[src/hdl/host_chan_pkg.sv]
/*
 * Shared definitions for the emulated host channel: beat widths,
 * the accelerator-side and host-side beat structs, and the APB
 * register offsets of the management block
 */
`default_nettype none

package host_chan_pkg;

    // Width of one TLP data beat
    localparam int DATA_WIDTH = 32;

    // Function number width, which caps the design at 16 ports
    localparam int FUNC_WIDTH = 4;

    // Beat as seen by an accelerator port
    typedef struct packed {
        logic [DATA_WIDTH-1:0] data;
        logic                  sop;
        logic                  eop;
    } t_afu_beat;

    // Beat on the shared host stream, tagged with the owning function
    typedef struct packed {
        logic [FUNC_WIDTH-1:0] func_num;
        t_afu_beat             beat;
    } t_tlp_beat;

    // Management register map
    localparam logic [7:0] REG_CTRL        = 8'h00;
    localparam logic [7:0] REG_PWR         = 8'h04;
    localparam logic [7:0] REG_PORT_EN     = 8'h08;
    localparam logic [7:0] REG_RX_DROP     = 8'h0C;
    localparam logic [7:0] REG_TX_CNT_BASE = 8'h10;

endpackage

`default_nettype wire
[src/hdl/host_chan_ctrl_if.sv]
/*
 * Control bundle between the register block and the datapath:
 * port enables out of the registers, packet events back into them
 */
`default_nettype none

interface host_chan_ctrl_if
  #(
    parameter int NUM_PORTS = 4
    );

    // Index width, kept at one bit for a single-port build
    localparam int PORT_W = (NUM_PORTS > 1) ? $clog2(NUM_PORTS) : 1;

    // One enable bit per accelerator port
    logic [NUM_PORTS-1:0] port_en;

    // Pulse on the last beat of a transmitted packet and the port it came from
    logic                 tx_eop;
    logic [PORT_W-1:0]    tx_port;

    // Pulse on the last beat of a discarded host packet
    logic                 rx_drop;

    modport regs (output port_en, input tx_eop, input tx_port, input rx_drop);
    modport tx (input port_en, output tx_eop, output tx_port);
    modport rx (input port_en, output rx_drop);

endinterface

`default_nettype wire

[src/hdl/host_chan_rx_route.sv]
/*
 * Steers host RX beats to the accelerator port named by func_num and
 * discards packets aimed at disabled or nonexistent ports
 */
`default_nettype none

module host_chan_rx_route
  #(
    parameter int NUM_PORTS = 4
    )
   (
    input  wire                       clk,
    input  wire                       reset,

    input  wire                       in_valid,
    output logic                      in_ready,
    input  wire  host_chan_pkg::t_tlp_beat in_data,

    output logic [NUM_PORTS-1:0]      afu_rx_valid,
    input  wire  [NUM_PORTS-1:0]      afu_rx_ready,
    output host_chan_pkg::t_afu_beat  afu_rx_data,

    host_chan_ctrl_if.rx ctrl
    );

    import host_chan_pkg::*;

    // The deliver-or-drop choice is taken at the first beat and kept to eop
    logic in_pkt;
    logic pkt_drop;
    logic hit;
    logic hit_ready;

    // All ports see the same data, only one valid bit is raised
    assign afu_rx_data = in_data.beat;

    always_comb
    begin
        afu_rx_valid = '0;
        hit = 1'b0;
        hit_ready = 1'b0;
        for (int p = 0; p < NUM_PORTS; p++)
        begin
            if ((in_data.func_num == FUNC_WIDTH'(p)) &&
                (in_pkt ? !pkt_drop : ctrl.port_en[p]))
            begin
                hit = 1'b1;
                hit_ready = afu_rx_ready[p];
                afu_rx_valid[p] = in_valid;
            end
        end
    end

    // Beats with no live target are swallowed at full rate
    assign in_ready = hit ? hit_ready : 1'b1;

    assign ctrl.rx_drop = in_valid && in_ready && !hit && in_data.beat.eop;

    always_ff @(posedge clk)
    begin
        if (reset)
        begin
            in_pkt <= 1'b0;
            pkt_drop <= 1'b0;
        end
        else if (in_valid && in_ready)
        begin
            in_pkt <= !in_data.beat.eop;
            pkt_drop <= !hit;
        end
    end

    // A stalled beat stays on the same port with the same data until taken
    a_rx_hold: assert property (@(posedge clk) disable iff (reset)
        ((afu_rx_valid & ~afu_rx_ready) != '0) |=>
        ($stable(afu_rx_valid) && $stable(afu_rx_data)));

endmodule

`default_nettype wire

[src/flat_wrapper.sv]
// flat-port wrapper written by rule: the top's interface ports become plain ports
module host_chan_rx_route_flat import host_chan_pkg::*;
#(
    parameter int NUM_PORTS = 4
    )
  (clk, reset, in_valid, in_ready, in_data, afu_rx_valid, afu_rx_ready, afu_rx_data, ctrl_port_en, ctrl_rx_drop);
  host_chan_ctrl_if #(.NUM_PORTS(NUM_PORTS)) ctrl_i ();
  input  wire clk;
  input  wire reset;
  input  wire in_valid;
  output logic in_ready;
  input  wire  host_chan_pkg::t_tlp_beat in_data;
  output logic [NUM_PORTS-1:0] afu_rx_valid;
  input  wire  [NUM_PORTS-1:0] afu_rx_ready;
  output host_chan_pkg::t_afu_beat afu_rx_data;
  input wire logic [$bits(ctrl_i.port_en)-1:0] ctrl_port_en;
  output wire logic [$bits(ctrl_i.rx_drop)-1:0] ctrl_rx_drop;
  assign ctrl_i.port_en = ctrl_port_en;
  assign ctrl_rx_drop = ctrl_i.rx_drop;
  host_chan_rx_route #(.NUM_PORTS(NUM_PORTS)) u_core (.clk(clk), .reset(reset), .in_valid(in_valid), .in_ready(in_ready), .in_data(in_data), .afu_rx_valid(afu_rx_valid), .afu_rx_ready(afu_rx_ready), .afu_rx_data(afu_rx_data), .ctrl(ctrl_i));
endmodule
[config.mk]
export PLATFORM = sky130hd
export DESIGN_NAME = host_chan_rx_route_flat
export DESIGN_NICKNAME = d
export VERILOG_FILES = /design/src/hdl/host_chan_pkg.sv /design/src/hdl/host_chan_ctrl_if.sv /design/src/hdl/host_chan_rx_route.sv /design/src/flat_wrapper.sv
export SDC_FILE = /design/constraint.sdc
export NUM_CORES = 1
export LEC_CHECK = 0
export ABC_AREA = 1
export BUFFER_PORTS_ARGS = -buffer_cell sky130_fd_sc_hd__buf_2
export CAP_MARGIN = 30
export CELL_PAD_IN_SITES_DETAIL_PLACEMENT = 2
export CELL_PAD_IN_SITES_GLOBAL_PLACEMENT = 2
export CORE_MARGIN = 5
export CORE_UTILIZATION = 10
export CTS_CLUSTER_SIZE = 8
export DETAILED_ROUTE_END_ITERATION = 12
export PLACE_DENSITY_LB_ADDON = 0.1
export SETUP_SLACK_MARGIN = 0.5
export SLEW_MARGIN = 20
export SYNTH_ARGS = -nofsm -noshare
export SYNTH_HDL_FRONTEND = slang
export SYNTH_SLANG_ARGS = --single-unit
export TNS_END_PERCENT = 50
[constraint.sdc]
create_clock -name clk -period 1.4 [get_ports clk]
set_clock_uncertainty 0.15 [all_clocks]
set_input_delay 0.21 -clock clk [delete_from_list [all_inputs] [get_ports clk]]
set_output_delay 0.21 -clock clk [all_outputs]
set_load 0.01 [all_outputs]
==> qor.csv <==
metric,value,unit
Crit. End Element,primary output,
first-pass GRT wire length,2.967,mm
Detailed Routing Iterations Pass 1,2,
Global Route Usage Sum,5.215,%
fin nets,144,
Final WS setup,-0.3255,ns
vias in the first global route,608,
DP Cell Count,157,
port buffer count,22,
share of layout cells above drive strength 1,67.02,%
clock share of power,51.9,%
I/O pin total,89,
worst min path class,primary input to flop,
Pint,331.6,uW
Seq pwr share,15.6,%
Multi-input gate area,331.6,um2
"Seq/Total Area, Yosys",7.207,%
CTS Buffer Depth,2,
Yosys Warn Count,0,
WL final,1.846,mm
worst-path fanout max,8,
number of synthesized flops with an enable pin,0,
failing checks,negative setup slack,
Least-Margin Pin Slew,0.2820,ns
via count,531,
WL/cell,11.12,um
net switching power,142.6,uW
Final HPWL DP,1.511,mm
Syn Std Cell Area,555.5,um2
"Hold-fix buffers, CTS",0,
GRT overflow,0,
Post-Route Utilization,13.99,%
worst slew margin relative to its limit,81.18,%
H-tree level count,1,
Final Max Slew Viols,0,
"Area growth, synth to finish",36.94,%
CTS root buf,clkbuf_8,
Final Instance Count excl. Fillers,166,
std cell rows,27,
switch share,30.07,%
most area-consuming cells after synthesis,"buf_4 (46%), nor2_1 (9.5%), dfxtp_1 (7.2%)",
Avg Vias per Cell,3.199,
Period minus WS final,1.725,ns
Synth async-reset ratio,0,%
TritonCTS clock tree,built,
unrepaired setup endpoints after global routing,true,
"area leader, netlist",buf_4,
Syn Nets,141,
Comb power frac,32.4,%
Residual DRC,0,
Peak VDD IR,0.2246,mV
DRT iter0 DRCs,4,
GPL Wtd Cong,0.6055,
PD cells,623.3,nW/um2
"Reg clk slew, reported paths",0.03,ns
Syn Area/Cell,6.038,um2
period utilization,123.2,%
FILL cells,648,
insertion delay to the later sink of the worst-skew pair,0.21,ns
TritonCTS Buffers,3,
"FF+latch count, synth",2,
Max-Cap Viols,0,
Commonest cells post-synth,"buf_4 (34), nor2_1 (14), nand2_1 (10)",
f_max,579.5,MHz
Fin. Hold Viols,0,
cell with the most instances after synthesis,buf_4,
initial antenna violation count,0,
CP arrival,1.37,ns
clock sink count,2,
status,"complete, but fails checks",
antenna-violating nets left,0,
WP data required,1.04,ns
register area,43.79,um2
n_diodes,0,
die height,84.54,um
Total Die Area,7146,um2
final setup vio count,8,
Worst Setup Path Type,flop to primary output,
synth unique cells,16,
LEAKAGE,0.3649,nW
die width,84.54,um
Starting Density,10.21,%
post-synthesis cell count,92,
placeable core area,5439,um2
leading register cell type out of synthesis,dfxtp_1,
"worst slack, placed",-0.2158,ns
post-synth top area share,45.95,%
Startpoint Class,flop,
largest net degree at the start of global routing,9,
TNS Setup,-1.648,ns
[sequential cells by signal (all words and copies together), names as in the netlist]
register / cells
u_core.in_pkt: 1
u_core.pkt_drop: 1
[power by group through the flow]
stage	Sequential (mW)	Clock, mW	Combinational, mW
2_1_floorplan	0.0674	0	0.151
6_report	0.0742	0.246	0.154
5_1_grt	0.0752	0.267	0.172
3_5_place_dp	0.0704	0	0.111
3_3_place_gp	0.0702	0	0.110
4_1_cts	0.0700	0.254	0.136
[timing repair]
action,4_1_cts,5_1_grt
endpoints found under the setup margin,8,8
setup buffers,3,2
resized for setup,13,16
pin swaps,4,8
[final cells by class]
type                       instances  share of cell area [%]
multi-input combinational         46                   43.59
timing repair buffer              32                   26.97
tap                               72                   11.84
clock buffer                       4                   5.921
inverter                          10                   5.921
sequential                         2                   5.757
[through the flow]
step / total power, mW / hold slack [ns] / area (um2)
detailed placement: 0.1811 / 0.2444 / 559.3
global placement: 0.1804 / 0.2385 / 559.3
global route: 0.5143 / 0.03263 / 760.7
floorplan: 0.2183 / 0.1133 / 576.8
CTS: 0.4605 / 0.01841 / 680.7
finish: 0.4741 / 0.02786 / 760.7
[cells by family (layout without fill, tap and decap cells)]
family	after synthesis	after routing	synth area share [%]
AND/OR/NAND/NOR	41	41	34.91
AO/OA/AOI/OAI	5	5	5.179
flip-flops	2	2	7.207
buffers and inverters	44	46	52.70
[worst paths after layout]
| path | endpoint | slack (ns) | depth (start not counted) | start |
|---|---|---|---|---|
| min reg2reg | u_core.pkt_drop$_SDFFE_PP0P_ | 0.40 | 2 | u_core.pkt_drop$_SDFFE_PP0P_ |
| min | u_core.in_pkt$_SDFFE_PP0P_ | 0.03 | 2 | reset |
| max | ctrl_rx_drop | -0.33 | 9 | u_core.in_pkt$_SDFFE_PP0P_ |
| max reg2reg | u_core.in_pkt$_SDFFE_PP0P_ | -0.19 | 12 | u_core.in_pkt$_SDFFE_PP0P_ |
[critical path: stages (launching register included)]
cell and delay, ns:
dfxtp_4 0.45, nand2_8 0.10, clkinv_4 0.07, nor2_4 0.03, nand2_4 0.08, inv_4 0.04, nor2_4 0.08, nand3_2 0.08
nor2_2 0.08, buf_2 0.13
[cell usage in the layout, fill, tap and decap left out]
cell type  instances
buf_2             20
inv_1              8
nand2_1            8
nor2_1             8
buf_4              8
nor2_2             7
nand3_1            5
nor2_4             4
buf_6              4
clkbuf_8           3
nand2_2            2
o21ai_2            2
nand3_2            2
nor3_4             2
a21oi_2            2
nand2_8            1
clkinv_4           1
nand2_4            1
inv_4              1
o21ai_4            1
nor3_2             1
clkbuf_1           1
dfxtp_4            1
dfxtp_1            1
[layer usage]
layer / share of wire, % / vias to the layer above / global-route usage [%] / wire [um]
met2: 53 / 22 / 9.253 / 980
met1: 37 / 251 / 5.336 / 680
li1: - / 250 / - / -
met3: 8.6 / 8 / 2.355 / 158
met5: 0 / - / 0 / 0
met4: 1.4 / 0 / 2.014 / 26
Note: power is estimated with default switching activity, not from simulation.
