## src/hdl/tlp_fifo.sv

```systemverilog
/*
 * Valid/ready FIFO with a type-parameterized payload, built as a
 * circular buffer with an occupancy count
 */
`default_nettype none

module tlp_fifo
  #(
    parameter int FIFO_DEPTH = 4,
    parameter type t_payload = logic
    )
   (
    input  wire      clk,
    input  wire      reset,

    input  wire      in_valid,
    output logic     in_ready,
    input  wire      t_payload in_data,

    output logic     out_valid,
    input  wire      out_ready,
    output t_payload out_data
    );

    // Depth is a power of two, so the pointers wrap on their own
    localparam int PTR_W = $clog2(FIFO_DEPTH);

    t_payload mem [FIFO_DEPTH];
    logic [PTR_W-1:0] wr_ptr;
    logic [PTR_W-1:0] rd_ptr;
    logic [PTR_W:0] count;
    logic push;
    logic pop;

    assign in_ready = (count != (PTR_W + 1)'(FIFO_DEPTH));
    assign out_valid = (count != '0);
    assign out_data = mem[rd_ptr];

    assign push = in_valid && in_ready;
    assign pop = out_valid && out_ready;

    // Storage is written without reset, the count decides what is live
    always_ff @(posedge clk)
    begin
        if (push)
        begin
            mem[wr_ptr] <= in_data;
        end
    end

    always_ff @(posedge clk)
    begin
        if (reset)
        begin
            wr_ptr <= '0;
            rd_ptr <= '0;
            count <= '0;
        end
        else
        begin
            if (push)
                wr_ptr <= wr_ptr + 1'b1;
            if (pop)
                rd_ptr <= rd_ptr + 1'b1;

            // Simultaneous push and pop leaves the occupancy unchanged
            case ({push, pop})
                2'b10: count <= count + 1'b1;
                2'b01: count <= count - 1'b1;
                default: ;
            endcase
        end
    end

    // A full FIFO that is not drained keeps its write pointer and its count
    a_no_push_full: assert property (@(posedge clk) disable iff (reset)
        ((count == (PTR_W + 1)'(FIFO_DEPTH)) && !pop) |=>
        ((count == (PTR_W + 1)'(FIFO_DEPTH)) && $stable(wr_ptr)));

    // The head stays put while the consumer stalls it
    a_out_stable: assert property (@(posedge clk) disable iff (reset)
        (out_valid && !out_ready) |=> (out_valid && $stable(out_data)));

endmodule

`default_nettype wire

```

## config.mk

```make
export PLATFORM = sky130hd
export DESIGN_NAME = tlp_fifo
export DESIGN_NICKNAME = d
export VERILOG_FILES = /design/src/hdl/tlp_fifo.sv
export SDC_FILE = /design/constraint.sdc
export NUM_CORES = 1
export LEC_CHECK = 0
export BUFFER_PORTS_ARGS = -buffer_cell sky130_fd_sc_hd__buf_2
export CORE_ASPECT_RATIO = 0.75
export CORE_MARGIN = 3
export CORE_UTILIZATION = 30
export DETAILED_ROUTE_END_ITERATION = 8
export PLACE_DENSITY = 0.55
export SLEW_MARGIN = 20
export SYNTH_ARGS = -nofsm -noshare
export SYNTH_HDL_FRONTEND = slang
export SYNTH_SLANG_ARGS = --single-unit
```

## constraint.sdc

```tcl
create_clock -name clk -period 2 [get_ports clk]
set_input_delay 0.6 -clock clk [delete_from_list [all_inputs] [get_ports clk]]
set_output_delay 0.6 -clock clk [all_outputs]
set_load 0.05 [all_outputs]
```

==> results.json, run 1 <==
{
  "status": "completed",
  "rsz0062_at_grt": "false",
  "dpl.hpwl_um": 761,
  "antenna_found_initial": 0,
  "m1WireLength_um": 492,
  "fin_area_um2": 762,
  "clock_latency_ps": 270,
  "crit_type": "register to output port",
  "arrival_ps": 1320,
  "path_delay_family": "simple AND/OR/NAND/NOR gates",
  "nets": 82,
  "final_cell_mix": "nor2_1 (8), buf_2 (7), inv_1 (6), dfxtp_1 (6)",
  "worstSetupStartpointType": "register",
  "cp_max_fo": 6,
  "max_stage_delay_ps": 470,
  "regArea_um2": 304,
  "row_count": 13,
  "die_y_um": 46.0,
  "grt_pass1_vias": 385,
  "yosysTopAreaCell": "dfxtp_1",
  "syn2layout_area_growth_pct": 18.9,
  "yosys_register_bits": 13,
  "vias_per_cell": 4.23,
  "io_buffer_count": 7,
  "yosysTopAreaCellShare_pct": 28.1,
  "cts_buffer_depth": 2,
  "drt-pass1-iter-count": 2,
  "grt_overflow": 0,
  "period_share_pct": 96.1,
  "cts_buffers": 3,
  "path_cells": "or3_2 > buf_2",
  "worst_path_max_delay_cell": "or3_2",
  "wl_met2_um": 414,
  "placed_cell_area_um2": 727,
  "drive_gt1_share_pct": 40.0,
  "drc_errors": 0,
  "multi_input_area_um2": 324,
  "postSynthAreaPerCell_um2": 11.2,
  "critPathBufInv": 1,
  "cts_setup_buffers": 0,
  "dieArea_um2": 2730,
  "place_inst": 88,
  "cts_htree_levels": 1,
  "cts_sinks": 13,
  "initial_core_util_pct": 34.2,
  "routedWlPerCell_um": 10.3,
  "yosys_warnings": 0,
  "clock_skew_ps": 1.90,
  "netlist_top_cells_area": "dfxtp_1 (28%), edfxtp_1 (19%), ha_1 (9.8%)",
  "min_path_type": "register to register",
  "core_um2": 1870,
  "ys_seq_area_share_pct": 46.9,
  "ir_drop_mv": 0.753,
  "final_cell_count_no_fill": 92,
  "die_x_um": 59.4,
  "cp.required_ps": 1400,
  "fmax_mhz": 520,
  "leakagePower_nw": 0.317,
  "maxCapViolCount": 0,
  "power_density_nw_per_um2": 1270,
  "grt_pass1_wl_mm": 1.65,
  "antenna_left": 0,
  "highest_layer": "met3",
  "maxSlewViolCount": 0,
  "gp_congestion": 0.706,
  "yosysUniqueCellTypes": 23,
  "finalSetupViolations": 0,
  "path_clk_slew_ps": 70,
  "dr.first_iter.drc_count": 3,
  "antenna_cells": 0,
  "slew_headroom_pct": 78.0,
  "nFillCells": 186,
  "wirelength_um": 951,
  "cts_tree": "built",
  "finalHoldViolCount": 0,
  "syn-instance-count": 57,
  "vias": 389,
  "end_kind": "output port",
  "num_io_pins": 8,
  "grt_max_degree": 11,
  "dr_wl_met3_um": 45,
  "period_minus_slack_ps": 1920,
  "worst_pin_slew_ps": 325,
  "synth_fp_nets": 68,
  "grt_usage_pct": 8.52,
  "syn_area_um2": 641,
  "root_buffer": "clkbuf_4",
  "final_common_cell": "nor2_1"
}
[tightest hold or removal path, stage by stage, from the launching register on]
cell	delay (ps)
dfxtp_1	340
nand2b_1	80
mux2i_1	60
[Yosys cell counts, drive strengths merged]
master	count
nand2b	2
a21boi	1
xnor2	1
mux4	1
fa	1
nand2	1
o31a	1
edfxtp	4
ha	5
inv	6
a21oi	2
mux2	1
o21ai	1
nor2	9
and2	4
o311ai	1
dfxtp	9
xor2	3
clkbuf	1
or3	2
mux2i	1
[cell families after synthesis]
family / count (synthesis) / synth area share, %
adders and majority gates: 6 / 12.9
buffers and inverters: 7 / 4.10
and+or+nand+nor: 18 / 15.0
DFF: 13 / 46.9
xor gates and xnor gates: 4 / 5.47
AOI/OAI and AO/OA: 6 / 8.20
muxes: 3 / 7.42
[layout make-up]
type / count / area share [%]
flip-flops and latches: 13 / 39.9
repair buffers: 10 / 7.55
multi-input cells: 37 / 42.5
well taps: 22 / 3.61
clock buffers: 4 / 3.45
inverters: 6 / 2.96
[through the flow]
step	util [%]	hold slack (ps)	setup WS, ps	total power [mW]	TNS [ps]
finish	40.7	522	78.8	0.971	0
global route	40.7	543	6.22	1.05	0
CTS	40.3	534	38.4	0.972	0
detailed placement	38.9	520	-105	0.810	-105
global placement	38.9	503	-88.8	0.808	-88.8
floorplan	-	482	20.8	0.715	0
[what timing repair did]
item,4_1_cts,5_1_grt
setup endpoints to repair,0,2
hold buffers,0,0
gates resized for setup,0,4
[per-layer routing]
| layer | vias to the layer above | GRT usage, % |
|---|---|---|
| met3 | 0 | 5.10 |
| met4 | 0 | 2.71 |
| li1 | 214 | - |
| met5 | - | 0 |
| met1 | 170 | 10.9 |
| met2 | 5 | 11.8 |
[final timing paths]
check / start / to / slack, ps / cells after the start
worst max-delay path: count[0]$_SDFFE_PP0P_ / out_valid / 80 / 2
worst min-delay path: wr_ptr[1]$_SDFFE_PP0P_ / wr_ptr[1]$_SDFFE_PP0P_ / 520 / 2
worst max register to register: count[0]$_SDFFE_PP0P_ / count[2]$_SDFFE_PP0P_ / 150 / 9
worst min register to register: wr_ptr[1]$_SDFFE_PP0P_ / wr_ptr[1]$_SDFFE_PP0P_ / 520 / 2
[power by group]
part           internal [mW]  switching, mW
Combinational          0.175          0.237
Clock                 0.0771         0.0781
Sequential             0.339         0.0645
Power figures use the tool's default switching activity.
==> run 2, diff against run 1 <==
--- a/config.mk
+++ b/config.mk
@@ -9,7 +9,9 @@
 export CORE_ASPECT_RATIO = 0.75
 export CORE_MARGIN = 3
 export CORE_UTILIZATION = 30
+export CTS_BUF_LIST = sky130_fd_sc_hd__clkbuf_4
 export DETAILED_ROUTE_END_ITERATION = 8
+export GPL_TIMING_DRIVEN = 0
 export PLACE_DENSITY = 0.55
 export SLEW_MARGIN = 20
 export SYNTH_ARGS = -nofsm -noshare
==> run 2 against run 1 <==
Compared with the run above: critical path depth is the same; global-route usage grew 0.18 points; highest routed layer is now met4; clock skew grew 11 ps; power grew 0.80%; sequential share of layout area grew 1.3 points; clock-buffer cell count is the same; utilization shrank 0.67 points; sequential cell count is the same; sequential power grew 1%; wire length shrank 2.8%; final area shrank 1.6%; first-iteration DRC count shrank 100%.
==> results.json, run 2 (synthesis gave the netlist of run 1 again) <==
{
  "status": "completed",
  "dr.first_iter.drc_count": 0,
  "maxCapViolCount": 0,
  "max_stage_delay_ps": 460,
  "fin_tns_setup_ps": 0,
  "grt_usage_pct": 8.70,
  "die_x_um": 59.4,
  "nets": 79,
  "regArea_um2": 309,
  "dieArea_um2": 2730,
  "cp.required_ps": 1400,
  "period_minus_slack_ps": 1930,
  "wirelength_um": 924,
  "cp.depth": 2,
  "finalHoldViolCount": 0,
  "nFillCells": 185,
  "arrival_ps": 1330,
  "final_util_pct": 40.1,
  "cp-endpoint": "out_valid",
  "worst_path_max_delay_cell": "or3_2",
  "path_clk_slew_ps": 90,
  "rr_endpoint": "count[2]$_SDFFE_PP0P_",
  "path_delay_family": "simple AND/OR/NAND/NOR gates",
  "cts_sinks": 13,
  "clock_latency_ps": 280,
  "routedWlPerCell_um": 10.4,
  "grt_overflow": 0,
  "cts_tree": "built",
  "io_buffer_count": 6,
  "r2r_setup_slack_ps": 110,
  "grt_max_degree": 11,
  "gp_congestion": 0.679,
  "cts_buffers": 3,
  "total_power_mw": 0.978,
  "final_cell_mix": "nor2_1 (8), inv_1 (6), dfxtp_1 (6)",
  "worst_pin_slew_ps": 382,
  "multi_input_area_um2": 324,
  "slew_headroom_pct": 74.5,
  "leakagePower_nw": 0.304,
  "min_path_type": "register to register",
  "critPathBufInv": 1,
  "antenna_found_initial": 0,
  "vias": 395,
  "final_common_cell": "nor2_1",
  "path_cells": "or3_2 > buf_4",
  "worstSetupStartpointType": "register",
  "drive_gt1_share_pct": 37.3,
  "clock_skew_ps": 12.7,
  "maxSlewViolCount": 0,
  "timing.rr.start": "count[1]$_SDFFE_PP0P_",
  "initial_core_util_pct": 34.2,
  "cts_htree_levels": 1,
  "crit_type": "register to output port",
  "row_count": 13,
  "reg2reg_depth": 9,
  "core_um2": 1870,
  "ctsHoldBuffers": 0,
  "power_density_nw_per_um2": 1310,
  "rsz0062_at_grt": "false",
  "finalSetupViolations": 0,
  "vias_per_cell": 4.44,
  "drc_errors": 0,
  "cp_max_fo": 6,
  "drt-pass1-iter-count": 1,
  "antenna_left": 0,
  "grt_pass1_vias": 374,
  "grt_pass1_wl_mm": 1.56,
  "die_y_um": 46.0,
  "antenna_cells": 0,
  "fmax_mhz": 519,
  "period_share_pct": 96.3,
  "cp-startpoint": "count[0]$_SDFFE_PP0P_",
  "cts_buffer_depth": 2,
  "syn2layout_area_growth_pct": 17.0,
  "end_kind": "output port",
  "dpl.hpwl_um": 709,
  "num_io_pins": 8,
  "root_buffer": "clkbuf_4",
  "ir_drop_mv": 0.823
}
## run 2: changes by cell type in the layout (fill, tap and decap cells not counted)
cell,previous run,this run
dfxtp_4,0,2
clkbuf_4,3,4
buf_2,7,5
dfxtp_2,3,1
buf_4,3,1
## run 2: area by class of cell
| cell class | count | share of cell area (%) |
|---|---|---|
| multi-input cells | 37 | 43.2 |
| flip-flops and latches | 13 | 41.2 |
| repair buffers | 6 | 4.34 |
| clock buffers | 4 | 4.01 |
| well taps | 22 | 3.67 |
| inverters | 6 | 3.01 |
| plain buffers | 1 | 0.501 |
## run 2: worst min-delay path by stage
stage,from,endpoint,slack (ps),depth (start not counted)
4_1_cts,in_data,mem[1]$_DFFE_PP_,520,1
3_5_place_dp,wr_ptr[1]$_SDFFE_PP0P_,wr_ptr[1]$_SDFFE_PP0P_,520,2
6_report,wr_ptr[1]$_SDFFE_PP0P_,wr_ptr[1]$_SDFFE_PP0P_,520,2
5_1_grt,in_data,mem[1]$_DFFE_PP_,500,1
2_1_floorplan,wr_ptr[1]$_SDFFE_PP0P_,wr_ptr[1]$_SDFFE_PP0P_,480,2
3_3_place_gp,rd_ptr[1]$_SDFFE_PP0P_,rd_ptr[1]$_SDFFE_PP0P_,500,2
## run 2: through the flow
step / hold WS, ps / instances / area [µm²] / setup slack [ps]
after floorplan: 482 / 57 / 646 / 20.8
after global placement: 504 / 85 / 703 / -152
after detailed placement: 516 / 85 / 703 / -161
after CTS: 522 / 89 / 733 / 4.04
after global routing: 503 / 89 / 749 / 3.93
final: 525 / 89 / 749 / 73.3
## run 2: tightest hold or removal path, delay by kind of cell, from the launching register on
kind	cells	cell delay (ps)
flip-flops	1	350
multiplexers	1	60
AND/OR/NAND/NOR	1	70
## run 2: timing repair
item                                    CTS  global route
setup buffers                             0             0
endpoints found under the setup margin    0             3
gates resized for setup                   0             8
## run 2: where the power goes
part           leakage (nW)  switching [mW]  total, mW  internal, mW
combinational         0.173           0.231      0.393         0.162
clock                0.0184          0.0863      0.177        0.0909
sequential            0.112          0.0652      0.408         0.343
## run 2: layer usage
metal,GRT usage [%],wire (µm),vias up
met4,5.43,21,0
met5,0,0,-
met2,12.0,400,6
li1,-,-,206
met3,5.95,50,4
met1,9.74,451,179
==> run 3, diff against run 2 <==
--- a/config.mk
+++ b/config.mk
@@ -5,8 +5,8 @@
 export SDC_FILE = /design/constraint.sdc
 export NUM_CORES = 1
 export LEC_CHECK = 0
+export ABC_AREA = 1
 export BUFFER_PORTS_ARGS = -buffer_cell sky130_fd_sc_hd__buf_2
-export CORE_ASPECT_RATIO = 0.75
 export CORE_MARGIN = 3
 export CORE_UTILIZATION = 30
 export CTS_BUF_LIST = sky130_fd_sc_hd__clkbuf_4
==> constraint.sdc (replaced) <==
create_clock -name clk -period 2 [get_ports clk]
set_input_delay 0.6 -clock clk [delete_from_list [all_inputs] [get_ports clk]]
set_output_delay 0.6 -clock clk [all_outputs]
set_load 0.1 [all_outputs]
==> run 3 against run 2 <==
Compared with the run above: hold slack worse by 47 ps; critical path depth increased by 1; non-clock buffer count did not move; global-route usage decreased by 0.30 points; combinational power is 49% higher; sequential share of layout area down 2.0 points; largest cell class unchanged; via count grew 24%.
==> results.json, run 3 <==
{
  "routedWlPerCell_um": 8.49,
  "nFillCells": 226,
  "cts_buffers": 3,
  "grt_pass1_vias": 438,
  "grt_pass1_wl_mm": 1.70,
  "die_x_um": 52.9,
  "vias": 489,
  "maxCapViolCount": 0,
  "path_delay_family": "buffers and inverters",
  "root_buffer": "clkbuf_4",
  "maxSlewViolCount": 0,
  "wirelength_um": 985,
  "cts_buffer_depth": 2,
  "worstSetupStartpointType": "register",
  "finalHoldViolCount": 0,
  "drive_gt1_share_pct": 20.2,
  "initial_core_util_pct": 32.6,
  "yosysTopAreaCell": "dfxtp_1",
  "cp.required_ps": 1400,
  "postSynthAreaPerCell_um2": 8.45,
  "clock_skew_ps": 14.9,
  "ys.flop_type": "dfxtp_1",
  "yosysTopAreaCellShare_pct": 27.3,
  "synth-edff-count": 4,
  "gp_congestion": 0.784,
  "grt_overflow": 0,
  "dieArea_um2": 2800,
  "syn-instance-count": 78,
  "ir_drop_mv": 0.670,
  "yosys_warnings": 0,
  "finalSetupViolations": 0,
  "min_path_type": "register to register",
  "grt_usage_pct": 8.40,
  "crit_type": "register to output port",
  "synth_fp_nets": 89,
  "nets": 101,
  "clock_latency_ps": 280,
  "ctsHoldBuffers": 0,
  "cp_max_fo": 6,
  "cts_tree": "built",
  "antenna_found_initial": 0,
  "period_share_pct": 95.6,
  "rsz0062_at_grt": "false",
  "ys_seq_area_share_pct": 45.5,
  "syn2layout_area_growth_pct": 15.9,
  "path_clk_slew_ps": 80,
  "cts_setup_buffers": 0,
  "fin_tns_setup_ps": 0,
  "row_count": 16,
  "vias_per_cell": 4.22,
  "drc_errors": 0,
  "grt_max_degree": 8,
  "status": "completed",
  "dp_slack_ps": 45.8,
  "io_buffer_count": 7,
  "worst_pin_slew_ps": 483,
  "async_flop_share_pct": 0,
  "slew_headroom_pct": 68.0,
  "core_um2": 2020,
  "path_cells": "inv_2 > nand3_4 > buf_2",
  "yosysUniqueCellTypes": 15,
  "dpl.hpwl_um": 786,
  "worst_path_max_delay_cell": "buf_2",
  "antenna_cells": 0,
  "yosys_register_bits": 13,
  "netlist_top_cells_area": "dfxtp_1 (27%), edfxtp_1 (18%), ha_1 (9.5%)",
  "fmax_mhz": 523,
  "drt-pass1-iter-count": 3,
  "syn_area_um2": 659,
  "power_density_nw_per_um2": 1480,
  "final_cell_mix": "inv_1 (13), nor2_1 (13), nand2_1 (11)",
  "dr.first_iter.drc_count": 9,
  "die_y_um": 52.9,
  "period_minus_slack_ps": 1910,
  "layout_setup_ws_ps": 88.9,
  "arrival_ps": 1310,
  "critPathBufInv": 2,
  "cts_sinks": 13,
  "cts_htree_levels": 1,
  "num_io_pins": 8,
  "antenna_left": 0,
  "leakagePower_nw": 0.352,
  "synthTopCellsByCount": "inv_1 (13), nor2_1 (13), nand2_1 (11), dfxtp_1 (9), a21oi_1 (6)",
  "end_kind": "output port",
  "max_stage_delay_ps": 430
}
## run 3: cell count changes in the layout (fill, tap and decap cells not counted), sizes merged, moves of 2 or more
cell,before,now
or3,2,0
nand2b,2,0
nor2,9,13
xor2,3,0
inv,6,16
a21oi,2,6
nand2,1,11
nand3,0,5
o21ai,1,5
and2,4,1
## run 3: timing repair
item,in CTS,in global routing
endpoints found under the hold margin,0,0
endpoints found under the setup margin,0,1
resized for setup,0,1
## run 3: final cells by class
cell class	count	area, µm²	share of cell area, %
clock buffers	4	30.0	3.93
inverters	16	60.1	7.86
multi-input cells	49	303	39.6
flip-flops and latches	13	300	39.3
well taps	27	33.8	4.42
repair buffers	7	37.5	4.91
## run 3: worst paths after layout
kind | start | end | slack, ps | cells after the start
worst min register to register | count[0]$_SDFFE_PP0P_ | count[0]$_SDFFE_PP0P_ | 480 | 1
worst max-delay path | count[2]$_SDFFE_PP0P_ | out_valid | 90 | 3
worst min-delay path | count[0]$_SDFFE_PP0P_ | count[0]$_SDFFE_PP0P_ | 480 | 1
worst max register to register | count[0]$_SDFFE_PP0P_ | count[2]$_SDFFE_PP0P_ | 220 | 12
## run 3: cells by family after synthesis
| group | count (synthesis) | synth area share, % |
|---|---|---|
| compound gates | 11 | 8.35 |
| fa+ha+maj | 6 | 12.5 |
| buf+inv | 16 | 9.11 |
| flops | 13 | 45.5 |
| simple gates | 32 | 24.5 |
## run 3: stage by stage
stage	instance area (µm²)	hold slack, ps	utilization, %	power [mW]	instances
finish	764	478	37.8	1.13	116
global route	764	491	37.8	1.22	116
CTS	762	472	37.7	1.14	116
detailed placement	732	460	36.2	0.969	112
global placement	732	459	36.2	0.961	112
floorplan	663	442	-	0.881	78
## run 3: power breakdown
group | total, mW | internal [mW] | switching [mW]
Combinational | 0.585 | 0.145 | 0.441
Sequential | 0.377 | 0.333 | 0.0437
Clock | 0.170 | 0.0908 | 0.0794
Total | 1.13 | 0.569 | 0.564
## run 3: worst register-to-register path: stages, from the launching register on
cell and delay [ps]:
dfxtp_1 330, inv_2 120, nand3_4 110, nand2_1 170, ha_1 200, inv_1 70
fa_1 380, inv_1 60, nand2_1 60, nand3_1 60, nand2_1 50, inv_1 40
nor2_1 30
## run 3: per-layer routing
metal  global-route usage (%)  up-vias  share of wire, %
met5                        0        -                 0
met4                     1.28        0               1.0
met3                     4.51        2               7.3
met2                     14.0        8                44
met1                     9.58      211                48
li1                         -      268                 -
