`src/hdl/host_chan_pkg.sv`:
```
/*
 * Shared definitions for the emulated host channel: beat widths,
 * the accelerator-side and host-side beat structs, and the APB
 * register offsets of the management block
 */
`default_nettype none

package host_chan_pkg;

    // Width of one TLP data beat
    localparam int DATA_WIDTH = 32;

    // Function number width, which caps the design at 16 ports
    localparam int FUNC_WIDTH = 4;

    // Beat as seen by an accelerator port
    typedef struct packed {
        logic [DATA_WIDTH-1:0] data;
        logic                  sop;
        logic                  eop;
    } t_afu_beat;

    // Beat on the shared host stream, tagged with the owning function
    typedef struct packed {
        logic [FUNC_WIDTH-1:0] func_num;
        t_afu_beat             beat;
    } t_tlp_beat;

    // Management register map
    localparam logic [7:0] REG_CTRL        = 8'h00;
    localparam logic [7:0] REG_PWR         = 8'h04;
    localparam logic [7:0] REG_PORT_EN     = 8'h08;
    localparam logic [7:0] REG_RX_DROP     = 8'h0C;
    localparam logic [7:0] REG_TX_CNT_BASE = 8'h10;

endpackage

`default_nettype wire
```
`src/hdl/host_chan_ctrl_if.sv`:
```
/*
 * Control bundle between the register block and the datapath:
 * port enables out of the registers, packet events back into them
 */
`default_nettype none

interface host_chan_ctrl_if
  #(
    parameter int NUM_PORTS = 4
    );

    // Index width, kept at one bit for a single-port build
    localparam int PORT_W = (NUM_PORTS > 1) ? $clog2(NUM_PORTS) : 1;

    // One enable bit per accelerator port
    logic [NUM_PORTS-1:0] port_en;

    // Pulse on the last beat of a transmitted packet and the port it came from
    logic                 tx_eop;
    logic [PORT_W-1:0]    tx_port;

    // Pulse on the last beat of a discarded host packet
    logic                 rx_drop;

    modport regs (output port_en, input tx_eop, input tx_port, input rx_drop);
    modport tx (input port_en, output tx_eop, output tx_port);
    modport rx (input port_en, output rx_drop);

endinterface

`default_nettype wire

```
`src/hdl/host_chan_csr.sv`:
```
/*
 * APB management registers: soft reset, power state, port enables,
 * a saturating RX drop counter and per-port TX packet counters
 */
`default_nettype none

module host_chan_csr
  #(
    parameter int NUM_PORTS = 4
    )
   (
    input  wire         clk,
    input  wire         reset,

    input  wire         psel,
    input  wire         penable,
    input  wire         pwrite,
    input  wire  [7:0]  paddr,
    input  wire  [31:0] pwdata,
    output logic [31:0] prdata,

    output logic        soft_reset,
    output logic [1:0]  pwr_state,

    host_chan_ctrl_if.regs ctrl
    );

    import host_chan_pkg::*;

    logic [NUM_PORTS-1:0] port_en;
    logic [31:0] tx_cnt [NUM_PORTS];
    logic [31:0] drop_cnt;
    logic wr_en;

    // Writes land on the edge that closes the access phase
    assign wr_en = psel && penable && pwrite;

    assign ctrl.port_en = port_en;

    // Soft reset comes up asserted, the host clears it once set up
    always_ff @(posedge clk)
    begin
        if (reset)
        begin
            soft_reset <= 1'b1;
            pwr_state <= 2'b00;
            port_en <= '0;
        end
        else if (wr_en)
        begin
            case (paddr)
                REG_CTRL: soft_reset <= pwdata[0];
                REG_PWR: pwr_state <= pwdata[1:0];
                REG_PORT_EN: port_en <= pwdata[NUM_PORTS-1:0];
                default: ;
            endcase
        end
    end

    // Event counters stick at all ones rather than wrap
    always_ff @(posedge clk)
    begin
        if (reset)
        begin
            for (int p = 0; p < NUM_PORTS; p++)
                tx_cnt[p] <= '0;
            drop_cnt <= '0;
        end
        else
        begin
            for (int p = 0; p < NUM_PORTS; p++)
            begin
                if (ctrl.tx_eop && (ctrl.tx_port == p) && (tx_cnt[p] != '1))
                    tx_cnt[p] <= tx_cnt[p] + 1'b1;
            end
            if (ctrl.rx_drop && (drop_cnt != '1))
                drop_cnt <= drop_cnt + 1'b1;
        end
    end

    // Read data is decoded straight from the address, unmapped reads give 0
    always_comb
    begin
        prdata = '0;
        case (paddr)
            REG_CTRL: prdata[0] = soft_reset;
            REG_PWR: prdata[1:0] = pwr_state;
            REG_PORT_EN: prdata[NUM_PORTS-1:0] = port_en;
            REG_RX_DROP: prdata = drop_cnt;
            default:
            begin
                // TX counters sit at one word per port from the base offset
                for (int p = 0; p < NUM_PORTS; p++)
                begin
                    if (paddr == REG_TX_CNT_BASE + 8'(4 * p))
                        prdata = tx_cnt[p];
                end
            end
        endcase
    end

    // The APB master only raises penable inside a selected transfer
    a_penable_psel: assert property (@(posedge clk) disable iff (reset)
        penable |-> psel);

endmodule

`default_nettype wire

```
`src/flat_wrapper.sv`:
```
// flat-port wrapper written by rule: the top's interface ports become plain ports
module host_chan_csr_flat import host_chan_pkg::*;
#(
    parameter int NUM_PORTS = 4
    )
  (clk, reset, psel, penable, pwrite, paddr, pwdata, prdata, soft_reset, pwr_state, ctrl_port_en, ctrl_tx_eop, ctrl_tx_port, ctrl_rx_drop);
  host_chan_ctrl_if #(.NUM_PORTS(NUM_PORTS)) ctrl_i ();
  input  wire clk;
  input  wire reset;
  input  wire psel;
  input  wire penable;
  input  wire pwrite;
  input  wire  [7:0] paddr;
  input  wire  [31:0] pwdata;
  output logic [31:0] prdata;
  output logic soft_reset;
  output logic [1:0] pwr_state;
  output wire logic [$bits(ctrl_i.port_en)-1:0] ctrl_port_en;
  input wire logic [$bits(ctrl_i.tx_eop)-1:0] ctrl_tx_eop;
  input wire logic [$bits(ctrl_i.tx_port)-1:0] ctrl_tx_port;
  input wire logic [$bits(ctrl_i.rx_drop)-1:0] ctrl_rx_drop;
  assign ctrl_port_en = ctrl_i.port_en;
  assign ctrl_i.tx_eop = ctrl_tx_eop;
  assign ctrl_i.tx_port = ctrl_tx_port;
  assign ctrl_i.rx_drop = ctrl_rx_drop;
  host_chan_csr #(.NUM_PORTS(NUM_PORTS)) u_core (.clk(clk), .reset(reset), .psel(psel), .penable(penable), .pwrite(pwrite), .paddr(paddr), .pwdata(pwdata), .prdata(prdata), .soft_reset(soft_reset), .pwr_state(pwr_state), .ctrl(ctrl_i));
endmodule
```
`config.mk`:
```
export PLATFORM = sky130hd
export DESIGN_NAME = host_chan_csr_flat
export DESIGN_NICKNAME = d
export VERILOG_FILES = /design/src/hdl/host_chan_pkg.sv /design/src/hdl/host_chan_ctrl_if.sv /design/src/hdl/host_chan_csr.sv /design/src/flat_wrapper.sv
export SDC_FILE = /design/constraint.sdc
export NUM_CORES = 1
export LEC_CHECK = 0
export BUFFER_PORTS_ARGS = -buffer_cell sky130_fd_sc_hd__buf_2
export CORE_ASPECT_RATIO = 0.8
export CORE_UTILIZATION = 55
export CTS_CLUSTER_DIAMETER = 60
export CTS_CLUSTER_SIZE = 40
export DETAILED_ROUTE_END_ITERATION = 6
export PLACE_DENSITY_LB_ADDON = 0.12
export REMOVE_ABC_BUFFERS = 1
export SLEW_MARGIN = 10
export SYNTH_ARGS = -nofsm -noshare
export SYNTH_HDL_FRONTEND = slang
export SYNTH_SLANG_ARGS = --single-unit
```
`constraint.sdc`:
```
create_clock -name clk -period 4.2 [get_ports clk]
set_input_delay 0.63 -clock clk [delete_from_list [all_inputs] [get_ports clk]]
set_output_delay 0.63 -clock clk [all_outputs]
set_load 0.03 [all_outputs]
```
==> results of run 1 <==
==> power by group through the flow <==
stage / Sequential, W / Clock [W] / Combinational [W]
2_1_floorplan: 0.00195 / 0 / 0.000132
3_3_place_gp: 0.00198 / 0 / 0.000200
3_5_place_dp: 0.00198 / 0 / 0.000203
4_1_cts: 0.00195 / 0.00164 / 0.000204
5_1_grt: 0.00196 / 0.00171 / 0.000226
6_report: 0.00195 / 0.00163 / 0.000204
==> worst paths after layout <==
check	start	end	slack [ns]	depth (start not counted)
max	paddr[5]	prdata[19]	0.64	7
min reg2reg	u_core.soft_reset$_SDFFE_PP1P_	u_core.soft_reset$_SDFFE_PP1P_	0.51	2
max reg2reg	u_core.tx_cnt[3][0]$_SDFFCE_PN0P_	u_core.tx_cnt[3][3]$_SDFFCE_PN0P_	1.16	6
min	pwdata[2]	u_core.ctrl.port_en[2]$_SDFFE_PP0P_	0.42	3
==> Yosys cell counts (all sizes together), types with 2 or more instances <==
cell | number | area, um2
a21oi | 30 | 150.1
a221o | 21 | 210.2
a221oi | 8 | 70.07
a22oi | 28 | 210.2
a31o | 2 | 17.52
and2 | 5 | 31.28
and3 | 16 | 100.1
and4 | 18 | 157.7
buf | 16 | 120.1
clkbuf | 35 | 133.9
dfxtp | 39 | 780.8
edfxtp | 128 | 3844
ha | 5 | 62.56
inv | 22 | 82.58
mux2 | 6 | 67.56
mux2i | 11 | 110.1
nand2 | 72 | 270.3
nand3 | 64 | 320.3
nand3b | 2 | 15.01
nand4 | 50 | 337.8
nor2 | 186 | 698.2
nor2b | 7 | 43.79
nor3 | 27 | 145.1
nor4 | 29 | 226.5
nor4b | 2 | 23.77
o211ai | 3 | 22.52
o21ai | 38 | 201.4
o21bai | 2 | 18.77
o22a | 2 | 17.52
o2bb2ai | 21 | 183.9
o311a | 2 | 20.02
o311ai | 2 | 25.03
o31ai | 5 | 37.54
o41ai | 2 | 17.52
or2 | 4 | 25.02
or3 | 23 | 148.9
or4 | 7 | 52.55
xnor2 | 61 | 534.3
xor2 | 55 | 481.7
==> cell families (layout without fill, tap and decap cells) <==
logic type | count (synthesis) | after routing | share of synthesized area [%]
DFF | 167 | 167 | 45.61
and+or+nand+nor | 518 | 518 | 26.16
adders and majority gates | 5 | 5 | 0.6171
muxes | 17 | 17 | 1.752
xor gates and xnor gates | 116 | 116 | 10.02
buffers and inverters | 73 | 129 | 3.320
AOI/OAI and AO/OA | 174 | 174 | 12.51
==> area by class of cell <==
class                      instances  area share, %
clock inverter                     9         0.7241
tap                              230          2.562
timing repair buffer              75          3.698
sequential                       167          41.17
clock buffer                      23          4.745
multi-input combinational        830          46.36
inverter                          22         0.7352
==> per-stage QoR <==
step / cell area, um2 / setup WS (ns) / hold slack [ns] / utilization [%] / instances
CTS: 11230 / 0.6745 / 0.4217 / 62.01 / 1356
global placement: 10620 / 0.7377 / 0.4907 / 58.62 / 1324
floorplan: 9884 / 0.1805 / 0.4663 / - / 1019
finish: 11230 / 0.6388 / 0.4230 / 62.01 / 1356
detailed placement: 10620 / 0.6731 / 0.5014 / 58.62 / 1324
global route: 11230 / 0.4249 / 0.4372 / 62.01 / 1356
==> sequential cells by signal, indices dropped and copies added (netlist names) <==
signal / count
u_core.pwr_state: 2
u_core.tx_cnt: 128
u_core.soft_reset: 1
u_core.ctrl.port_en: 4
u_core.drop_cnt: 32
==> metal layers <==
metal | wire, um | GRT usage (%)
met5 | 0 | 0
met4 | 443 | 8.063
met3 | 2155 | 4.837
met2 | 11570 | 42.67
met1 | 12650 | 44.13
==> critical path: stages <==
cell	delay (ns)
buf_2	0.11
nor4b_2	0.44
nand2b_1	0.34
nor2_1	0.65
a221oi_1	0.22
o21ai_0	0.28
buf_2	0.25
==> placed cells by master (no fill, tap or decap), types with 22 or more instances in the layout <==
cell / count
xnor2_1: 61
xor2_1: 55
inv_1: 22
edfxtp_1: 128
o21ai_0: 34
nand2_1: 72
buf_2: 59
nor2_1: 186
nor4_1: 26
or3_1: 22
nand3_1: 64
dfxtp_1: 39
a22oi_1: 28
a21oi_1: 30
nor3_1: 24
nand4_1: 46
==> insert_results.sql, run 1 <==
INSERT INTO impl_metrics (metric_group, metric, value, unit) VALUES
('run_status', 'result_of_the_run', 'finished, violations left', ''),
('run_status', 'violations', 'DRC', ''),
('floorplanning', 'fp.dieArea', '0.01898', 'mm2'),
('place', 'placement.io_buffers', '59', ''),
('global_routing', 'grt_usage', '29.12', '%'),
('clocking', 'cts-buffers-inserted', '17', ''),
('sta', 'worst_clock_skew_on_the_final_layout', '0.01151', 'ns'),
('floorplanning', 'initial_core_util', '55.98', '%'),
('clocking', 'cts_root_buf', 'clkbuf_16', ''),
('sta', 'worst-slew-pin-transition', '1.015', 'ns'),
('worst_setup_path', 'data_required_time_of_the_worst_path', '3.57', 'ns'),
('power_and_ir_drop', 'power_switching_share', '23.68', '%'),
('synth', 'synth_async_sr_flop_share', '0', '%'),
('clocking', 'tritoncts_clock_tree', 'done', ''),
('detailed_routing', 'routed_wire_length_per_instance', '19.77', 'um'),
('global_routing', 'vias_in_the_first_global_route', '7632', ''),
('global_routing', 'grt_first_pass_wirelength', '42.26', 'mm'),
('cells_and_area', 'fillers', '1547', ''),
('worst_setup_path', 'crit_fanout', '11', ''),
('global_routing', 'grt_overflow_total', '0', ''),
('detailed_routing', 'route.vias.total', '8594', ''),
('synth', 'syn-cell-area', '0.01014', 'mm2'),
('synth', 'sequential_share_of_the_synthesized_area', '45.61', '%'),
('detailed_routing', 'drcViolationCount', '5', ''),
('clocking', 'ctsLongestPathBuffers', '2', ''),
('synth', 'yosys_register_bits', '167', ''),
('synth', 'ys.flop_type', 'edfxtp_1', ''),
('floorplanning', 'core-area', '0.01811', 'mm2'),
('detailed_routing', 'dr.pass1.iters', '7', ''),
('cells_and_area', 'num_antenna_cells', '0', ''),
('detailed_routing', 'antenna_left', '0', ''),
('worst_setup_path', 'setup.worst_path.start_class', 'input port', ''),
('power_and_ir_drop', 'p_clk_share', '43.1', '%'),
('cells_and_area', 'sequential_cell_area', '0.004624', 'mm2'),
('floorplanning', 'floorplan.io_pins', '88', ''),
('synth', 'yosysWarningCount', '0', ''),
('floorplanning', 'die_w', '153.8', 'um'),
('synth', 'ys_types', '66', ''),
('clocking', 'cts_setup_buffers', '0', ''),
('cells_and_area', 'design.final.nets', '1167', ''),
('cells_and_area', 'area_growth', '10.79', '%'),
('sta', 'relSlewSlack', '31.79', '%'),
('clocking', 'postCtsResizedCells', '0', ''),
('clocking', 'cts-hold-fix-buffers', '0', ''),
('clocking', 'ctsHtreeMaxLevel', '4', ''),
('clocking', 'clkTransAtPathRegs', '0.07', 'ns'),
('sta', 'maxClockFrequency', '280.8', 'MHz'),
('power_and_ir_drop', 'combinationalPowerShare', '5.4', '%'),
('global_routing', 'initial_antenna_violation_count', '0', ''),
('place', 'gp_congestion', '0.8816', ''),
('worst_setup_path', 'worstSetupEndpointType', 'primary output', ''),
('power_and_ir_drop', 'static-leakage-power', '3.669', 'nW'),
('floorplanning', 'die_h', '123.4', 'um'),
('synth', 'synth_enable_flop_cells', '128', ''),
('place', 'dp_hpwl', '19.45', 'mm'),
('sta', 'fin_setup_tns', '0', 'ns'),
('floorplanning', 'fp-row-count', '44', ''),
('synth', 'synthesis.instances', '1070', ''),
('cells_and_area', 'area_used_by_multi_input_combinational_logic', '0.005207', 'mm2'),
('worst_setup_path', 'arrival_time_at_the_worst_endpoint', '2.93', 'ns'),
('power_and_ir_drop', 'totalPowerFinal', '0.003782', 'W'),
('detailed_routing', 'vias_per_cell', '6.338', ''),
('sta', 'finalMaxSlewViolations', '0', ''),
('sta', 'final_cycle_share', '84.79', '%'),
('flow_run', 'max_cap_violations', '0', ''),
('worst_hold_path', 'hold_path_class', 'in2reg', ''),
('sta', 'finalSetupViolations', '0', ''),
('detailed_routing', 'detail_route.wirelength', '26.81', 'mm'),
('cells_and_area', 'drive_gt1_share', '12.52', '%'),
('power_and_ir_drop', 'power.sequential.fraction', '51.6', '%'),
('detailed_routing', 'first_iteration_detailed_routing_drc_count', '984', ''),
('sta', 'fin_crit', '3.561', 'ns'),
('power_and_ir_drop', 'switchingPower', '0.0008953', 'W'),
('sta', 'hold_viol', '0', ''),
('clocking', 'numClockSinks', '167', ''),
('sta', 'grt_setup_unrepaired', 'no', ''),
('synth', 'postSynthAreaPerCell', '9.475', 'um2'),
('worst_setup_path', 'criticalPathCategory', 'in2out', ''),
('power_and_ir_drop', 'power.internal', '0.002886', 'W'),
('clocking', 'insertion_delay', '0.43', 'ns'),
('global_routing', 'grt_max_degree', '43', ''),
('power_and_ir_drop', 'vdd.ir_drop.worst', '0.0002041', 'V'),
('power_and_ir_drop', 'power.density_cell_area', '336.7', 'mW/mm2');
(Power assumes the default switching activity.)
==> run 2, diff against run 1 <==
--- a/config.mk
+++ b/config.mk
@@ -7,7 +7,7 @@
 export LEC_CHECK = 0
 export BUFFER_PORTS_ARGS = -buffer_cell sky130_fd_sc_hd__buf_2
 export CORE_ASPECT_RATIO = 0.8
-export CORE_UTILIZATION = 55
+export CORE_UTILIZATION = 61
 export CTS_CLUSTER_DIAMETER = 60
 export CTS_CLUSTER_SIZE = 40
 export DETAILED_ROUTE_END_ITERATION = 6
==> constraint.sdc (replaced) <==
create_clock -name clk -period 3.3 [get_ports clk]
set_input_delay 0.495 -clock clk [delete_from_list [all_inputs] [get_ports clk]]
set_output_delay 0.495 -clock clk [all_outputs]
set_load 0.03 [all_outputs]
==> run 2 against run 1 <==
The flow now finishes without violations. Largest power group unchanged. Cell area is 0.60% higher. Critical path depth is 1 lower. Global-route usage is 3.3 points higher. Critical endpoint is now prdata[25].
==> insert_results.sql, run 2 (synthesized netlist as in run 1, its figures left out) <==
INSERT INTO impl_metrics (metric_group, metric, value, unit) VALUES
('sta', 'relSlewSlack', '34.93', '%'),
('detailed_routing', 'vias_per_cell', '6.548', ''),
('worst_setup_path', 'worstPathCellList', 'buf_2 -> nor4_1 -> and3_1 -> a22oi_1 -> a22oi_1 -> buf_2', ''),
('worst_setup_path', 'worstSetupEndpointType', 'primary output', ''),
('cells_and_area', 'fillers', '1261', ''),
('cells_and_area', 'mostFrequentLayoutCell', 'nor2_1', ''),
('worst_setup_path', 'cpLargestDelayFamily', 'simple AND/OR/NAND/NOR gates', ''),
('cells_and_area', 'stdcell_area', '0.01130', 'mm2'),
('sta', 'fin_crit', '2.861', 'ns'),
('floorplanning', 'die_w', '146.1', 'um'),
('clocking', 'cts_setup_buffers', '0', ''),
('place', 'placement.io_buffers', '59', ''),
('place', 'gp_congestion', '0.9392', ''),
('cells_and_area', 'top_register', 'u_core.tx_cnt', ''),
('sta', 'hold_slack', '0.2918', 'ns'),
('worst_setup_path', 'criticalPathCategory', 'in2out', ''),
('worst_setup_path', 'rr_worst_depth', '6', ''),
('worst_setup_path', 'data_required_time_of_the_worst_path', '2.80', 'ns'),
('floorplanning', 'fp.dieArea', '0.01714', 'mm2'),
('cells_and_area', 'design.final.nets', '1184', ''),
('worst_setup_path', 'crit_fanout', '9', ''),
('floorplanning', 'floorplan.io_pins', '88', ''),
('flow_run', 'max_cap_violations', '0', ''),
('power_and_ir_drop', 'static-leakage-power', '3.729', 'nW'),
('worst_setup_path', 'critPathMaxStageDelay', '0.54', 'ns'),
('detailed_routing', 'dr.pass1.iters', '5', ''),
('detailed_routing', 'wl_met2', '12.09', 'mm'),
('cells_and_area', 'largest_register_ff_count', '128', ''),
('clocking', 'ctsLongestPathBuffers', '2', ''),
('detailed_routing', 'm1WireLength', '11.84', 'mm'),
('sta', 'finalMaxSlewViolations', '0', ''),
('clocking', 'cts-buffers-inserted', '17', ''),
('sta', 'final_cycle_share', '86.71', '%'),
('floorplanning', 'die_h', '117.3', 'um'),
('worst_hold_path', 'whs_path_depth', '3', ''),
('cells_and_area', 'largestRegisters', 'u_core.tx_cnt (128), u_core.drop_cnt (32), u_core.ctrl.port_en (4)', ''),
('floorplanning', 'initial_core_util', '63.34', '%'),
('sta', 'worst-slew-pin-transition', '0.9686', 'ns'),
('detailed_routing', 'antenna_left', '0', ''),
('sta', 'hold_viol', '0', ''),
('sta', 'fin_setup_tns', '0', 'ns'),
('detailed_routing', 'drcViolationCount', '0', ''),
('detailed_routing', 'dr_wl_met3', '2.530', 'mm'),
('floorplanning', 'fp-row-count', '41', ''),
('global_routing', 'grt_first_pass_wirelength', '43.33', 'mm'),
('global_routing', 'grt_usage', '32.42', '%'),
('run_status', 'result_of_the_run', 'completed', ''),
('cells_and_area', 'layout.cells.most_common_list', '186 x nor2_1, 128 x edfxtp_1, 72 x nand2_1', ''),
('clocking', 'clkTransAtPathRegs', '0.07', 'ns'),
('clocking', 'postCtsResizedCells', '0', ''),
('global_routing', 'vias_in_the_first_global_route', '8169', ''),
('worst_setup_path', 'timing.reg2reg.setup_slack', '0.59', 'ns'),
('sta', 'worst_clock_skew_on_the_final_layout', '0.007604', 'ns'),
('global_routing', 'grt_overflow_total', '0', ''),
('clocking', 'cts-hold-fix-buffers', '0', ''),
('clocking', 'numClockSinks', '167', ''),
('clocking', 'ctsHtreeMaxLevel', '4', ''),
('clocking', 'cts_root_buf', 'clkbuf_16', ''),
('detailed_routing', 'routed_wire_length_per_instance', '19.97', 'um'),
('clocking', 'tritoncts_clock_tree', 'done', ''),
('worst_setup_path', 'worstSetupPathDepth', '6', ''),
('place', 'dp_hpwl', '19.60', 'mm'),
('worst_setup_path', 'critical_path.n_buffers_inverters', '2', ''),
('detailed_routing', 'topRoutingLayerUsed', 'met4', ''),
('sta', 'grt_setup_unrepaired', 'no', ''),
('floorplanning', 'core-area', '0.01601', 'mm2'),
('detailed_routing', 'route.vias.total', '8892', ''),
('cells_and_area', 'area_growth', '11.45', '%'),
('worst_setup_path', 'arrival_time_at_the_worst_endpoint', '2.37', 'ns'),
('worst_setup_path', 'cp_slowest_cell', 'and3_1', ''),
('global_routing', 'grt_max_degree', '43', ''),
('clocking', 'insertion_delay', '0.43', 'ns'),
('power_and_ir_drop', 'power.density_cell_area', '414.3', 'mW/mm2'),
('worst_setup_path', 'setup.worst_path.start_class', 'input port', ''),
('place', 'instance_area_at_placement', '0.01074', 'mm2'),
('sta', 'maxClockFrequency', '349.5', 'MHz'),
('global_routing', 'initial_antenna_violation_count', '0', ''),
('sta', 'finalSetupViolations', '0', ''),
('power_and_ir_drop', 'vdd.ir_drop.worst', '0.0003606', 'V'),
('detailed_routing', 'first_iteration_detailed_routing_drc_count', '931', ''),
('detailed_routing', 'detail_route.wirelength', '27.11', 'mm'),
('cells_and_area', 'num_antenna_cells', '0', ''),
('worst_hold_path', 'hold_path_class', 'in2reg', ''),
('cells_and_area', 'drive_gt1_share', '14.00', '%');
## run 2: changes by cell type in the layout (fill, tap and decap cells not counted)
cell        before  now
buf_4           16   32
inv_6            1    6
clkbuf_16       21   18
clkinv_2         3    0
clkbuf_1         2    0
buf_12           0    1
bufinv_16        1    0
clkbuf_2         0    1
clkinvlp_4       0    1
inv_4            3    4
inv_8            0    1
## run 2: metrics by stage
stage / utilization (%) / power [W] / setup slack [ns] / cells
4_1_cts: 70.60 / 0.004692 / 0.5067 / 1358
5_1_grt: 70.60 / 0.004820 / 0.3116 / 1358
3_5_place_dp: 67.10 / 0.002784 / 0.5058 / 1326
3_3_place_gp: 67.10 / 0.002774 / 0.5437 / 1326
2_1_floorplan: - / 0.002656 / -0.7195 / 1019
6_report: 70.60 / 0.004682 / 0.4385 / 1358
## run 2: power breakdown
group | total (W) | internal, W | switching [W]
clock network | 0.00193 | 0.00103 | 0.000900
logic | 0.000267 | 0.000100 | 0.000167
registers | 0.00248 | 0.00235 | 0.000126
total | 0.00468 | 0.00349 | 0.00119
## run 2: worst min-delay path: stages
cell     delay (ns)
buf_2          0.07
mux2i_1        0.05
nor2_1         0.07
## run 2: final cells by class
cell class	instances	area (um2)	share of cell area, %
clock inverters	13	105.1	0.9301
multi-input cells	830	5207	46.09
clock buffers	19	455.4	4.031
inverters	22	82.58	0.7308
flip-flops and latches	167	4624	40.93
well taps	215	269.0	2.381
repair buffers	92	555.5	4.916
## run 2: worst paths after layout
path / startpoint / end
max: paddr[4] / prdata[25]
max reg2reg: u_core.tx_cnt[1][10]$_SDFFCE_PN0P_ / u_core.tx_cnt[1][23]$_SDFFCE_PN0P_
min: pwdata[2] / u_core.ctrl.port_en[2]$_SDFFE_PP0P_
min reg2reg: u_core.drop_cnt[12]$_SDFFE_PP0P_ / u_core.drop_cnt[12]$_SDFFE_PP0P_
## run 2: metal layers
metal / vias to the layer above / track usage [%]
li1: 4131 / -
met1: 4266 / 47.80
met2: 450 / 47.53
met3: 45 / 5.759
met4: 0 / 12.11
met5: - / 0
